--- config.mk ---
export PLATFORM = sky130hd
export DESIGN_NAME = video_regs
export DESIGN_NICKNAME = d
export VERILOG_FILES = /design/src/hw/video_pkg.sv /design/src/hw/video_regs.sv
export SDC_FILE = /design/constraint.sdc
export NUM_CORES = 1
export LEC_CHECK = 0
export ABC_AREA = 1
export CAP_MARGIN = 20
export CORE_MARGIN = 8
export CORE_UTILIZATION = 35
export DETAILED_ROUTE_END_ITERATION = 8
export DONT_BUFFER_PORTS = 1
export PLACE_DENSITY = 0.6
export SETUP_SLACK_MARGIN = 0.05
export SYNTH_ARGS = -nofsm -noshare
export SYNTH_HDL_FRONTEND = slang
export SYNTH_SLANG_ARGS = --single-unit
--- constraint.sdc ---
create_clock -name pixel_clk -period 1.02 [get_ports pixel_clk]
set_clock_uncertainty 0.2 [all_clocks]
set_input_delay 0.051 -clock pixel_clk [delete_from_list [all_inputs] [get_ports pixel_clk]]
set_output_delay 0.051 -clock pixel_clk [all_outputs]
set_load 0.05 [all_outputs]
--- src/hw/video_pkg.sv ---
// ------------------------------------------------
// Shared types of the line-buffered video generator.
// Imported by every RTL block and by the testbench.
// ------------------------------------------------

package video_pkg;

   // Width of pixel and line coordinates
   localparam int coord_w = 11;

   // 4 bits per channel
   typedef struct packed {
      logic [3:0] r;
      logic [3:0] g;
      logic [3:0] b;
   } rgb_t;

   // Register map, one word each
   typedef enum logic [1:0] {
      reg_ctrl         = 2'd0,   // Bit 0 bars, bit 1 sprite, bit 2 gray
      reg_sprite_x     = 2'd1,
      reg_sprite_y     = 2'd2,
      reg_sprite_color = 2'd3    // Low 12 bits as rgb_t
   } reg_addr_e;

   // Settings of the frame being drawn
   typedef struct packed {
      logic               bar_en;
      logic               sprite_en;
      logic               gray_en;
      logic [coord_w-1:0] sprite_x;
      logic [coord_w-1:0] sprite_y;
      rgb_t               sprite_color;
   } video_cfg_t;

   // Syncs are active low
   typedef struct packed {
      logic hsync;
      logic vsync;
      logic de;
   } sync_t;

   typedef enum logic {idle, render} render_state_e;

endpackage

--- src/hw/video_regs.sv ---
// ------------------------------------------------
// Strobe-written configuration registers with a frame shadow.
// The shadow loads at the start of vertical sync.
// ------------------------------------------------
`timescale 1ns/10ps

module video_regs (
   input  logic                  pixel_clk,
   input  logic                  reset,
   input  logic                  reg_write,      // One-cycle write strobe
   input  video_pkg::reg_addr_e  reg_address,
   input  logic [15:0]           reg_writedata,
   input  logic                  frame_start,    // First cycle of vsync
   output video_pkg::video_cfg_t cfg
);
   import video_pkg::*;

   // ------------------------------------------------
   // Registers written by the host
   // ------------------------------------------------
   logic [2:0]         ctrl_q;           // gray, sprite, bar enables
   logic [coord_w-1:0] sprite_x_q;
   logic [coord_w-1:0] sprite_y_q;
   rgb_t               sprite_color_q;

   always_ff @(posedge pixel_clk) begin
      if (reset) begin
         ctrl_q         <= '0;
         sprite_x_q     <= '0;
         sprite_y_q     <= '0;
         sprite_color_q <= '0;
      end else if (reg_write) begin
         case (reg_address)
            reg_ctrl:         ctrl_q         <= reg_writedata[2:0];
            reg_sprite_x:     sprite_x_q     <= reg_writedata[coord_w-1:0];
            reg_sprite_y:     sprite_y_q     <= reg_writedata[coord_w-1:0];
            reg_sprite_color: sprite_color_q <= reg_writedata[11:0];
            default:          ctrl_q         <= ctrl_q;
         endcase
      end
   end

   // ------------------------------------------------
   // Frame shadow, loaded once per frame
   // ------------------------------------------------
   always_ff @(posedge pixel_clk) begin
      if (reset) begin
         cfg <= '0;                           // Black screen
      end else if (frame_start) begin
         cfg.bar_en       <= ctrl_q[0];
         cfg.sprite_en    <= ctrl_q[1];
         cfg.gray_en      <= ctrl_q[2];
         cfg.sprite_x     <= sprite_x_q;
         cfg.sprite_y     <= sprite_y_q;
         cfg.sprite_color <= sprite_color_q;
      end
   end

endmodule

==> results.tsv, run 1 <==
stage	metric	value	unit
sta	Max Fclk	902.9	MHz
critical_path	CP Capture Type	output pin	
grt	number of global-route vias before repair	2175	
synthesis	number of warnings printed during yosys synthesis	0	
layout	area growth from synthesis to layout	34.89	%
grt	all-layer global routing usage	12.15	%
critical_path	required time worst endpoint	770	ps
synthesis	top-count cell post-synth	sky130_fd_sc_hd__nor2_1	
grt	wire length of the first global-routing pass	10690	um
floorplan	row count	32	
drt	Routed WL per cell	12.83	um
critical_path	start point of the critical path	cfg[19]	
power	power per standard cell area	1717	nW/um2
synthesis	synth top area cells	sky130_fd_sc_hd__dfxtp_1 54%, sky130_fd_sc_hd__nor2_1 11%, sky130_fd_sc_hd__nand2_1 9.7%, sky130_fd_sc_hd__a21oi_1 6.7%, sky130_fd_sc_hd__o21ai_0 6.7%	
clock_tree	CTS clock-pin slew for the worst setup and hold paths	70	ps
clock_tree	CTS Sinks	74	
floorplan	starting density of the core	35.87	%
floorplan	Top Ports	59	
floorplan	DIE WIDTH	104.8	um
clock_tree	cts-stage hold buffer count	12	
critical_path	category of the most critical setup path	reg -> out	
floorplan	floorplan die area	10980	um2
clock_tree	clock tree from TritonCTS	built	
drt	Via-to-Cell Ratio	4.455	
sta	final number of setup-violating endpoints	37	
run_status	run status	complete, but fails checks	
layout	# nets final	431	
synthesis	proportion of synthesized chip area in sequential cells	53.72	%
sta	part of the cycle the worst path needs	108.6	%
drt	via count	2299	
synthesis	proportion of synthesized flip-flops having asynchronous set or reset	0	%
layout	share of the core filled with cells	48.39	%
grt	antenna violations before repair	1	
grt	largest net degree at the start of global routing	73	
synthesis	number of enable-type register cells in the synthesized netlist	0	
clock_tree	CTS max path bufs	2	
sta	final-report max-slew violation count	0	
synthesis	commonest cells in the netlist	78 x sky130_fd_sc_hd__nor2_1, 74 x sky130_fd_sc_hd__dfxtp_1, 71 x sky130_fd_sc_hd__nand2_1, 40 x sky130_fd_sc_hd__inv_1	
drt	remaining number of nets flagged by the antenna check after routing	0	
synthesis	prevailing post-synth register cell	sky130_fd_sc_hd__dfxtp_1	
sta	setup repair after global routing missed its margin	true	
synthesis	cell area after technology mapping	2758	um2
synthesis	average instance area after synthesis	7.514	um2
clock_tree	number of H-tree levels	3	
sta	relative slew slack	75.83	%
layout	fraction of final layout cells sized beyond drive strength 1	23.73	%
layout	fill cell instance count of the final layout	754	
layout	count of placed standard cells in the final layout, fillers left out	516	
critical_path	CP top delay family	flip-flops	
drt	number of remaining DRC errors	0	
critical_path	ordered cell list for the critical path	buf_8	
clock_tree	cell at the root of the clock tree	sky130_fd_sc_hd__clkbuf_8	
clock_tree	latest clock arrival within the worst-skew pair	340	ps
placed_design	# port buffers	0	
sta	Final Hold Viols	74	
critical_path	highest-delay cell along the critical path	sky130_fd_sc_hd__dfxtp_4	
sta	Hold WS	-403.4	ps
power	static power due to leakage	1.741	nW
sta	clock period minus worst slack	1108	ps
sta	min setup slack post-route	-87.60	ps
grt	GRT Residual Overflow	0	
job	max-cap viol count	0	
placed_design	worst slack at placement	92.49	ps
power	maximum vdd drop	769.7	uV
drt	overall routed net length	6620	um
hold_path	path type of the worst min-delay path	in -> reg	
floorplan	core region area	7687	um2
sta	actual slew at the worst max-slew pin	362.5	ps
drt	first drt pass iteration count	4	
synthesis	Synth Instances	367	
placed_design	detailed-placement wirelength estimate	4177	um
clock_tree	clock buffer count from CTS	9	
run_status	violations in the final reports	negative hold slack, negative setup slack	
hold_path	Hold Startpoint	frame_start	
floorplan	Die Ht	104.8	um
synthesis	synthesized net count	389	
critical_path	origin of the critical flop-to-flop path	cfg[27]	
synthesis	number of register bits inferred by synthesis	74	
placed_design	Routability Congestion	0.7044	
critical_path	sort of element at the start of the critical path	register	
synthesis	most area-hungry cell type in the Yosys netlist	sky130_fd_sc_hd__dfxtp_1	
synthesis	share of the synthesized area in the top cell type	53.72	%
placed_design	cell count after placement	487	
drt	Iter 0 DRT Violations	123	
critical_path	number of buffer and inverter instances along the worst setup path	1	
critical_path	critical-path maximum fanout	2	
critical_path	delay of the slowest critical-path stage	370	ps
critical_path	Critical Path AT	860	ps
synthesis	Netlist cell types	15	
==> cells by family after synthesis <==
group,after synthesis,share of synthesized area (%)
AOI/OAI and AO/OA,74,13.43
buffers and inverters,64,10.66
and+or+nand+nor,155,22.19
DFF,74,53.72
==> cell usage in the layout, fill, tap and decap left out, drive strengths merged <==
master | netlist | layout
inv | 41 | 41
buf | 17 | 42
dlygate4sd3 | 0 | 10
dfxtp | 74 | 74
clkinv | 0 | 2
clkbuf | 6 | 10
clkinvlp | 0 | 2
nand2 | 71 | 71
bufinv | 0 | 1
dlymetal6s4s | 0 | 2
diode | 0 | 1
o21ai | 37 | 37
nor2 | 78 | 78
a21oi | 37 | 37
nand3 | 6 | 6
==> layer usage <==
layer,global-route usage (%),vias up,wire length [um]
met2,19.73,55,3209
met1,13.77,1023,2809
met4,3.976,0,66
met3,5.774,6,533
li1,-,1215,-
met5,0,-,0
==> repair_timing <==
| item | CTS | global route |
|---|---|---|
| hold endpoints to repair | 74 | 74 |
| setup buffers | 0 | 1 |
| gates resized for setup | 73 | 6 |
| gates cloned | 0 | 0 |
| endpoints found under the setup margin | 37 | 40 |
==> area by class of cell <==
type	count	area, um2	share of cell area, %
diodes	1	2.502	0.06727
clock buffers	10	137.6	3.700
clock inverters	5	55.05	1.480
inverters	41	153.9	4.137
multi-input cells	229	982.2	26.40
flip-flops and latches	74	1530	41.14
well taps	102	127.6	3.431
repair buffers	54	730.7	19.64
==> state kept, by name, summed over array words and instances (netlist names) <==
name / count
sprite_y_q: 11
sprite_x_q: 11
sprite_color_q: 12
cfg: 37
ctrl_q: 3
==> through the flow <==
step | area, um2 | hold slack, ps | total power [mW] | TNS, ps
2_1_floorplan | 2804 | -14.08 | 3.852 | 0
3_3_place_gp | 3112 | -59.57 | 4.001 | 0
3_5_place_dp | 3112 | -57.41 | 4.015 | 0
4_1_cts | 3699 | -434.7 | 6.473 | -3182
5_1_grt | 3720 | -438.9 | 6.688 | -3931
6_report | 3720 | -403.4 | 6.385 | -2387
==> where the power goes <==
part / switching, mW / internal [mW]
Clock: 1.04 / 1.17
Combinational: 0.607 / 0.396
Sequential: 0.0949 / 3.07
Total: 1.75 / 4.64
==> path summary, 6_finish.rpt <==
kind | to | slack, ps | cells after the start
min reg2reg | cfg[14] | 240 | 2
max reg2reg | cfg[27] | 100 | 2
max | cfg[19] | -90 | 1
min | cfg[6] | -400 | 1
==> worst reg2reg max path: cells and delay by family (launching register included) <==
kind               cells  cell delay (ps)
AOI/OAI and AO/OA      2              270
DFF                    1              330
No activity file was read; power rests on OpenSTA's default activity.
==> inputs of run 2 (changes only) <==
CORE_UTILIZATION = 55   (was 35)
PLACE_DENSITY = 0.81   (was 0.6)
==> run 2 against run 1 <==
Against the previous run:
- hold slack worse by 13 ps
- the flow still finishes with violations (negative hold slack, negative setup slack)
- cell count fell by 6.2%
- sequential share of layout area grew 0.24 points
- die area down 31%
- register-to-register slack hardly changed
- combinational power about the same
- clock power up 2%
- highest routed layer unchanged
- critical path depth unchanged
- largest cell class unchanged
- fmax is 0.77% higher
==> results.tsv, run 2 (synthesis results as in run 1) <==
stage	metric	value	unit
floorplan	Top Ports	59	
sta	Max Fclk	909.8	MHz
drt	Routed WL per cell	13.99	um
critical_path	category of the most critical setup path	reg -> out	
sta	relative slew slack	77.90	%
clock_tree	number of H-tree levels	3	
power	total power consumption of the routed design	6.455	mW
critical_path	sort of element at the start of the critical path	register	
critical_path	Reg2Reg Depth	3	
layout	registers with the most flip-flops	cfg: 37 flops, sprite_color_q: 12 flops	
run_status	violations in the final reports	negative hold slack, negative setup slack	
clock_tree	cell at the root of the clock tree	sky130_fd_sc_hd__clkbuf_8	
placed_design	# port buffers	0	
layout	Biggest register	cfg	
drt	number of remaining DRC errors	0	
layout	leading cell type in the layout, fill and taps excluded	sky130_fd_sc_hd__nor2_1	
critical_path	Critical Path AT	850	ps
critical_path	CP Capture Type	output pin	
clock_tree	CTS Sinks	74	
grt	largest net degree at the start of global routing	73	
layout	# nets final	433	
critical_path	CP top delay family	flip-flops	
drt	Via-to-Cell Ratio	4.895	
sta	min setup slack post-route	-79.19	ps
critical_path	critical-path maximum fanout	2	
layout	fraction of final layout cells sized beyond drive strength 1	23.32	%
hold_path	Worst Hold Endpoint	cfg[17]	
floorplan	row count	25	
grt	number of global-route vias before repair	2277	
critical_path	number of buffer and inverter instances along the worst setup path	1	
critical_path	origin of the critical flop-to-flop path	cfg[19]	
hold_path	worst hold path depth	1	
critical_path	setup slack, reg-to-reg	90	ps
hold_path	path type of the worst min-delay path	in -> reg	
grt	wire length of the first global-routing pass	10820	um
power	static power due to leakage	1.755	nW
sta	Final Hold Viols	74	
hold_path	Hold Startpoint	frame_start	
sta	actual slew at the worst max-slew pin	330.3	ps
critical_path	ordered cell list for the critical path	buf_8	
power	maximum vdd drop	1291	uV
sta	final number of setup-violating endpoints	37	
layout	area growth from synthesis to layout	33.89	%
grt	antenna violations before repair	1	
critical_path	delay of the slowest critical-path stage	360	ps
floorplan	DIE WIDTH	86.81	um
sta	part of the cycle the worst path needs	107.8	%
drt	via count	2369	
floorplan	starting density of the core	57.62	%
drt	overall routed net length	6773	um
placed_design	detailed-placement wirelength estimate	4044	um
layout	number of flip-flops in the largest register	37	
clock_tree	clock tree from TritonCTS	built	
sta	clock period minus worst slack	1099	ps
clock_tree	CTS clock-pin slew for the worst setup and hold paths	80	ps
floorplan	core region area	4786	um2
sta	setup repair after global routing missed its margin	true	
layout	count of placed standard cells in the final layout, fillers left out	484	
clock_tree	clock buffer count from CTS	9	
floorplan	floorplan die area	7536	um2
grt	all-layer global routing usage	18.67	%
floorplan	Die Ht	86.81	um
grt	GRT Residual Overflow	0	
job	max-cap viol count	0	
placed_design	cell count after placement	452	
clock_tree	CTS max path bufs	2	
drt	Iter 0 DRT Violations	176	
layout	commonest cells after routing, fill and taps aside	78 x sky130_fd_sc_hd__nor2_1, 71 x sky130_fd_sc_hd__nand2_1, 40 x sky130_fd_sc_hd__inv_1	
power	power per standard cell area	1748	nW/um2
drt	first drt pass iteration count	4	
placed_design	Routability Congestion	0.7598	
critical_path	reg-to-reg critical path endpoint	cfg[19]	
run_status	run status	complete, but fails checks	
sta	Hold WS	-416.6	ps
drt	remaining number of nets flagged by the antenna check after routing	0	
sta	final-report max-slew violation count	0	
critical_path	required time worst endpoint	770	ps
critical_path	highest-delay cell along the critical path	sky130_fd_sc_hd__dfxtp_2	
clock_tree	latest clock arrival within the worst-skew pair	340	ps
layout	fill cell instance count of the final layout	333	
==> run 2: cell types whose count changed in the layout (fill, tap and decap cells not counted) <==
cell / change
sky130_fd_sc_hd__clkbuf_1: +3
sky130_fd_sc_hd__clkbuf_8: +1
sky130_fd_sc_hd__buf_8: -1
sky130_fd_sc_hd__dfxtp_4: -1
sky130_fd_sc_hd__clkinv_2: -1
sky130_fd_sc_hd__clkinvlp_4: -2
sky130_fd_sc_hd__dfxtp_2: +1
sky130_fd_sc_hd__buf_6: +1
sky130_fd_sc_hd__buf_4: +1
sky130_fd_sc_hd__dlygate4sd3_1: +1
==> run 2: layout make-up <==
cell class	instances	area, um2	area share [%]
timing repair buffer	56	744.5	20.16
inverter	41	153.9	4.168
sequential	74	1528	41.38
antenna	1	2.502	0.06777
clock inverter	2	35.03	0.9488
multi-input combinational	229	982.2	26.60
tap	67	83.83	2.270
clock buffer	14	162.7	4.405
==> run 2: repair_timing <==
item                       in CTS  in global routing
hold buffers                   12                  1
resized for setup              73                  4
pin swaps                       0                  0
setup endpoints to repair      37                 40
cloned                          0                  0
hold endpoints to repair       74                 74
setup buffers                   1                  1
==> run 2: power breakdown <==
| group | leakage [nW] | internal, mW | switching (mW) | total [mW] |
|---|---|---|---|---|
| logic | 1.03 | 0.400 | 0.615 | 1.02 |
| registers | 0.621 | 3.07 | 0.0982 | 3.17 |
| clock network | 0.101 | 1.26 | 1.00 | 2.27 |
==> run 2: how the worst max path moves through the flow <==
stage / startpoint / slack (ps) / depth (start not counted) / end
after floorplan: cfg[3] / 50 / 2 / cfg[3]
after global placement: reset / 160 / 4 / cfg[14]
after detailed placement: reset / 130 / 4 / cfg[29]
after CTS: cfg[4] / -80 / 1 / cfg[4]
after global routing: cfg[4] / -110 / 1 / cfg[4]
final: cfg[33] / -80 / 1 / cfg[33]
==> run 2: metal layers <==
metal,part of all wire [%],GRT usage (%),vias up,wire (um)
met3,6.8,5.104,14,461
met4,2.2,9.859,0,148
met1,42,20.94,1064,2818
met5,0,0,-,0
li1,-,-,1219,-
met2,49,31.44,72,3345
==> run 2: through the flow <==
stage	setup slack [ps]	hold slack (ps)	TNS (ps)	cell area (um2)	utilization, %
finish	-79.19	-416.6	-2221	3692	77.15
CTS	-83.83	-420.9	-2576	3664	76.55
detailed placement	125.8	-56.67	0	3068	64.10
global route	-112.7	-437.5	-3452	3692	77.15
floorplan	54.70	-14.08	0	2804	-
global placement	163.8	-60.15	0	3068	64.10
==> inputs of run 3 (changes only) <==
PLACE_DENSITY = 0.77   (was 0.81)
==> run 3 against run 2 <==
Against the previous run:
- the flow still finishes with violations (negative hold slack, negative setup slack)
- register-to-register slack got worse by 20 ps
- total power shrank 6.1%
- utilization shrank 0.68 points
- count of clock-buffer cells in the layout unchanged
- critical endpoint is now cfg[12]
- largest power group unchanged
- highest routed layer unchanged
==> results.tsv, run 3 (synthesis results as in run 1) <==
stage	metric	value	unit
run_status	run status	complete, but fails checks	
run_status	violations in the final reports	negative hold slack, negative setup slack	
critical_path	required time worst endpoint	770	ps
grt	GRT Residual Overflow	0	
placed_design	Routability Congestion	0.7614	
power	power per standard cell area	1656	nW/um2
clock_tree	number of H-tree levels	3	
sta	part of the cycle the worst path needs	107.6	%
critical_path	highest-delay cell along the critical path	sky130_fd_sc_hd__dfxtp_2	
floorplan	row count	25	
placed_design	cell area reported after detailed placement	3075	um2
drt	Routed WL per cell	13.62	um
layout	commonest cells after routing, fill and taps aside	78 x sky130_fd_sc_hd__nor2_1, 71 x sky130_fd_sc_hd__nand2_1, 40 x sky130_fd_sc_hd__inv_1	
sta	setup repair after global routing missed its margin	true	
hold_path	path type of the worst min-delay path	in -> reg	
floorplan	Top Ports	59	
sta	relative slew slack	76.89	%
critical_path	CP top delay family	flip-flops	
critical_path	Critical Path AT	850	ps
floorplan	core region area	4786	um2
layout	fraction of final layout cells sized beyond drive strength 1	23.61	%
clock_tree	clock tree from TritonCTS	built	
drt	Via-to-Cell Ratio	4.892	
sta	clock period minus worst slack	1098	ps
critical_path	sort of element at the start of the critical path	register	
sta	actual slew at the worst max-slew pin	345.4	ps
drt	first drt pass iteration count	6	
critical_path	setup slack, reg-to-reg	70	ps
floorplan	starting density of the core	57.62	%
grt	antenna violations before repair	1	
critical_path	delay of the slowest critical-path stage	360	ps
power	total power consumption of the routed design	6.062	mW
power	maximum vdd drop	1161	uV
critical_path	ordered cell list for the critical path	buf_8	
grt	all-layer global routing usage	18.04	%
layout	# nets final	434	
layout	Biggest register	cfg	
drt	number of remaining DRC errors	0	
drt	Iter 0 DRT Violations	206	
sta	Hold WS	-401.1	ps
placed_design	# port buffers	0	
sta	final number of setup-violating endpoints	37	
sta	final-report max-slew violation count	0	
clock_tree	clock buffer count from CTS	9	
clock_tree	latest clock arrival within the worst-skew pair	340	ps
sta	Final Hold Viols	74	
sta	min setup slack post-route	-77.58	ps
grt	largest net degree at the start of global routing	73	
sta	Max Fclk	911.1	MHz
critical_path	number of buffer and inverter instances along the worst setup path	1	
clock_tree	cell at the root of the clock tree	sky130_fd_sc_hd__clkbuf_8	
grt	wire length of the first global-routing pass	10620	um
sta	aggregate negative setup slack	-2052	ps
layout	final cell area excluding filler cells	3660	um2
layout	share of the core filled with cells	76.47	%
clock_tree	CTS Sinks	74	
critical_path	category of the most critical setup path	reg -> out	
drt	remaining number of nets flagged by the antenna check after routing	0	
layout	area growth from synthesis to layout	32.71	%
critical_path	critical-path maximum fanout	2	
layout	registers with the most flip-flops	cfg: 37 flops, sprite_color_q: 12 flops	
grt	number of global-route vias before repair	2198	
layout	leading cell type in the layout, fill and taps excluded	sky130_fd_sc_hd__nor2_1	
floorplan	floorplan die area	7536	um2
clock_tree	CTS clock-pin slew for the worst setup and hold paths	70	ps
drt	overall routed net length	6577	um
critical_path	CP Capture Type	output pin	
placed_design	worst slack at placement	134.9	ps
power	static power due to leakage	1.739	nW
placed_design	detailed-placement wirelength estimate	4026	um
clock_tree	cts-stage hold buffer count	12	
floorplan	DIE WIDTH	86.81	um
drt	via count	2363	
job	max-cap viol count	0	
layout	number of flip-flops in the largest register	37	
floorplan	Die Ht	86.81	um
clock_tree	CTS max path bufs	2	
run 3: layout make-up:
type	instances	area (um2)
clock buffer	14	152.6
timing repair buffer	57	749.5
antenna	1	2.502
sequential	74	1528
tap	67	83.83
inverter	41	153.9
fill	352	1126
multi-input combinational	229	989.7
run 3: power breakdown:
group | internal [mW] | switching [mW]
clock network | 0.928 | 0.942
registers | 3.07 | 0.0971
logic | 0.405 | 0.616
total | 4.41 | 1.66
run 3: worst paths after layout:
path | from | to | depth (start not counted)
worst max register to register | cfg[12] | cfg[12] | 3
worst max-delay path | cfg[12] | cfg[12] | 1
worst min register to register | sprite_color_q[2] | cfg[2] | 2
worst min-delay path | frame_start | cfg[25] | 1
run 3: metrics by stage:
| stage | std cells | hold WS, ps |
|---|---|---|
| 3_3_place_gp | 453 | -60.02 |
| 4_1_cts | 480 | -415.8 |
| 2_1_floorplan | 367 | -14.08 |
| 6_report | 483 | -401.1 |
| 3_5_place_dp | 453 | -59.00 |
| 5_1_grt | 483 | -422.0 |
run 3: layer usage:
layer / track usage, % / up-vias / wire [um]
met5: 0 / - / 0
met2: 29.35 / 74 / 3230
met3: 7.467 / 7 / 548
met1: 20.80 / 1059 / 2730
li1: - / 1223 / -
met4: 6.103 / 0 / 68
run 3: repair_timing:
| action | CTS | global route |
|---|---|---|
| pin swaps | 0 | 0 |
| hold endpoints to repair | 74 | 74 |
| cloned | 0 | 0 |
| endpoints found under the setup margin | 37 | 40 |
| buffers inserted | 1 | 2 |
| resized for setup | 73 | 7 |
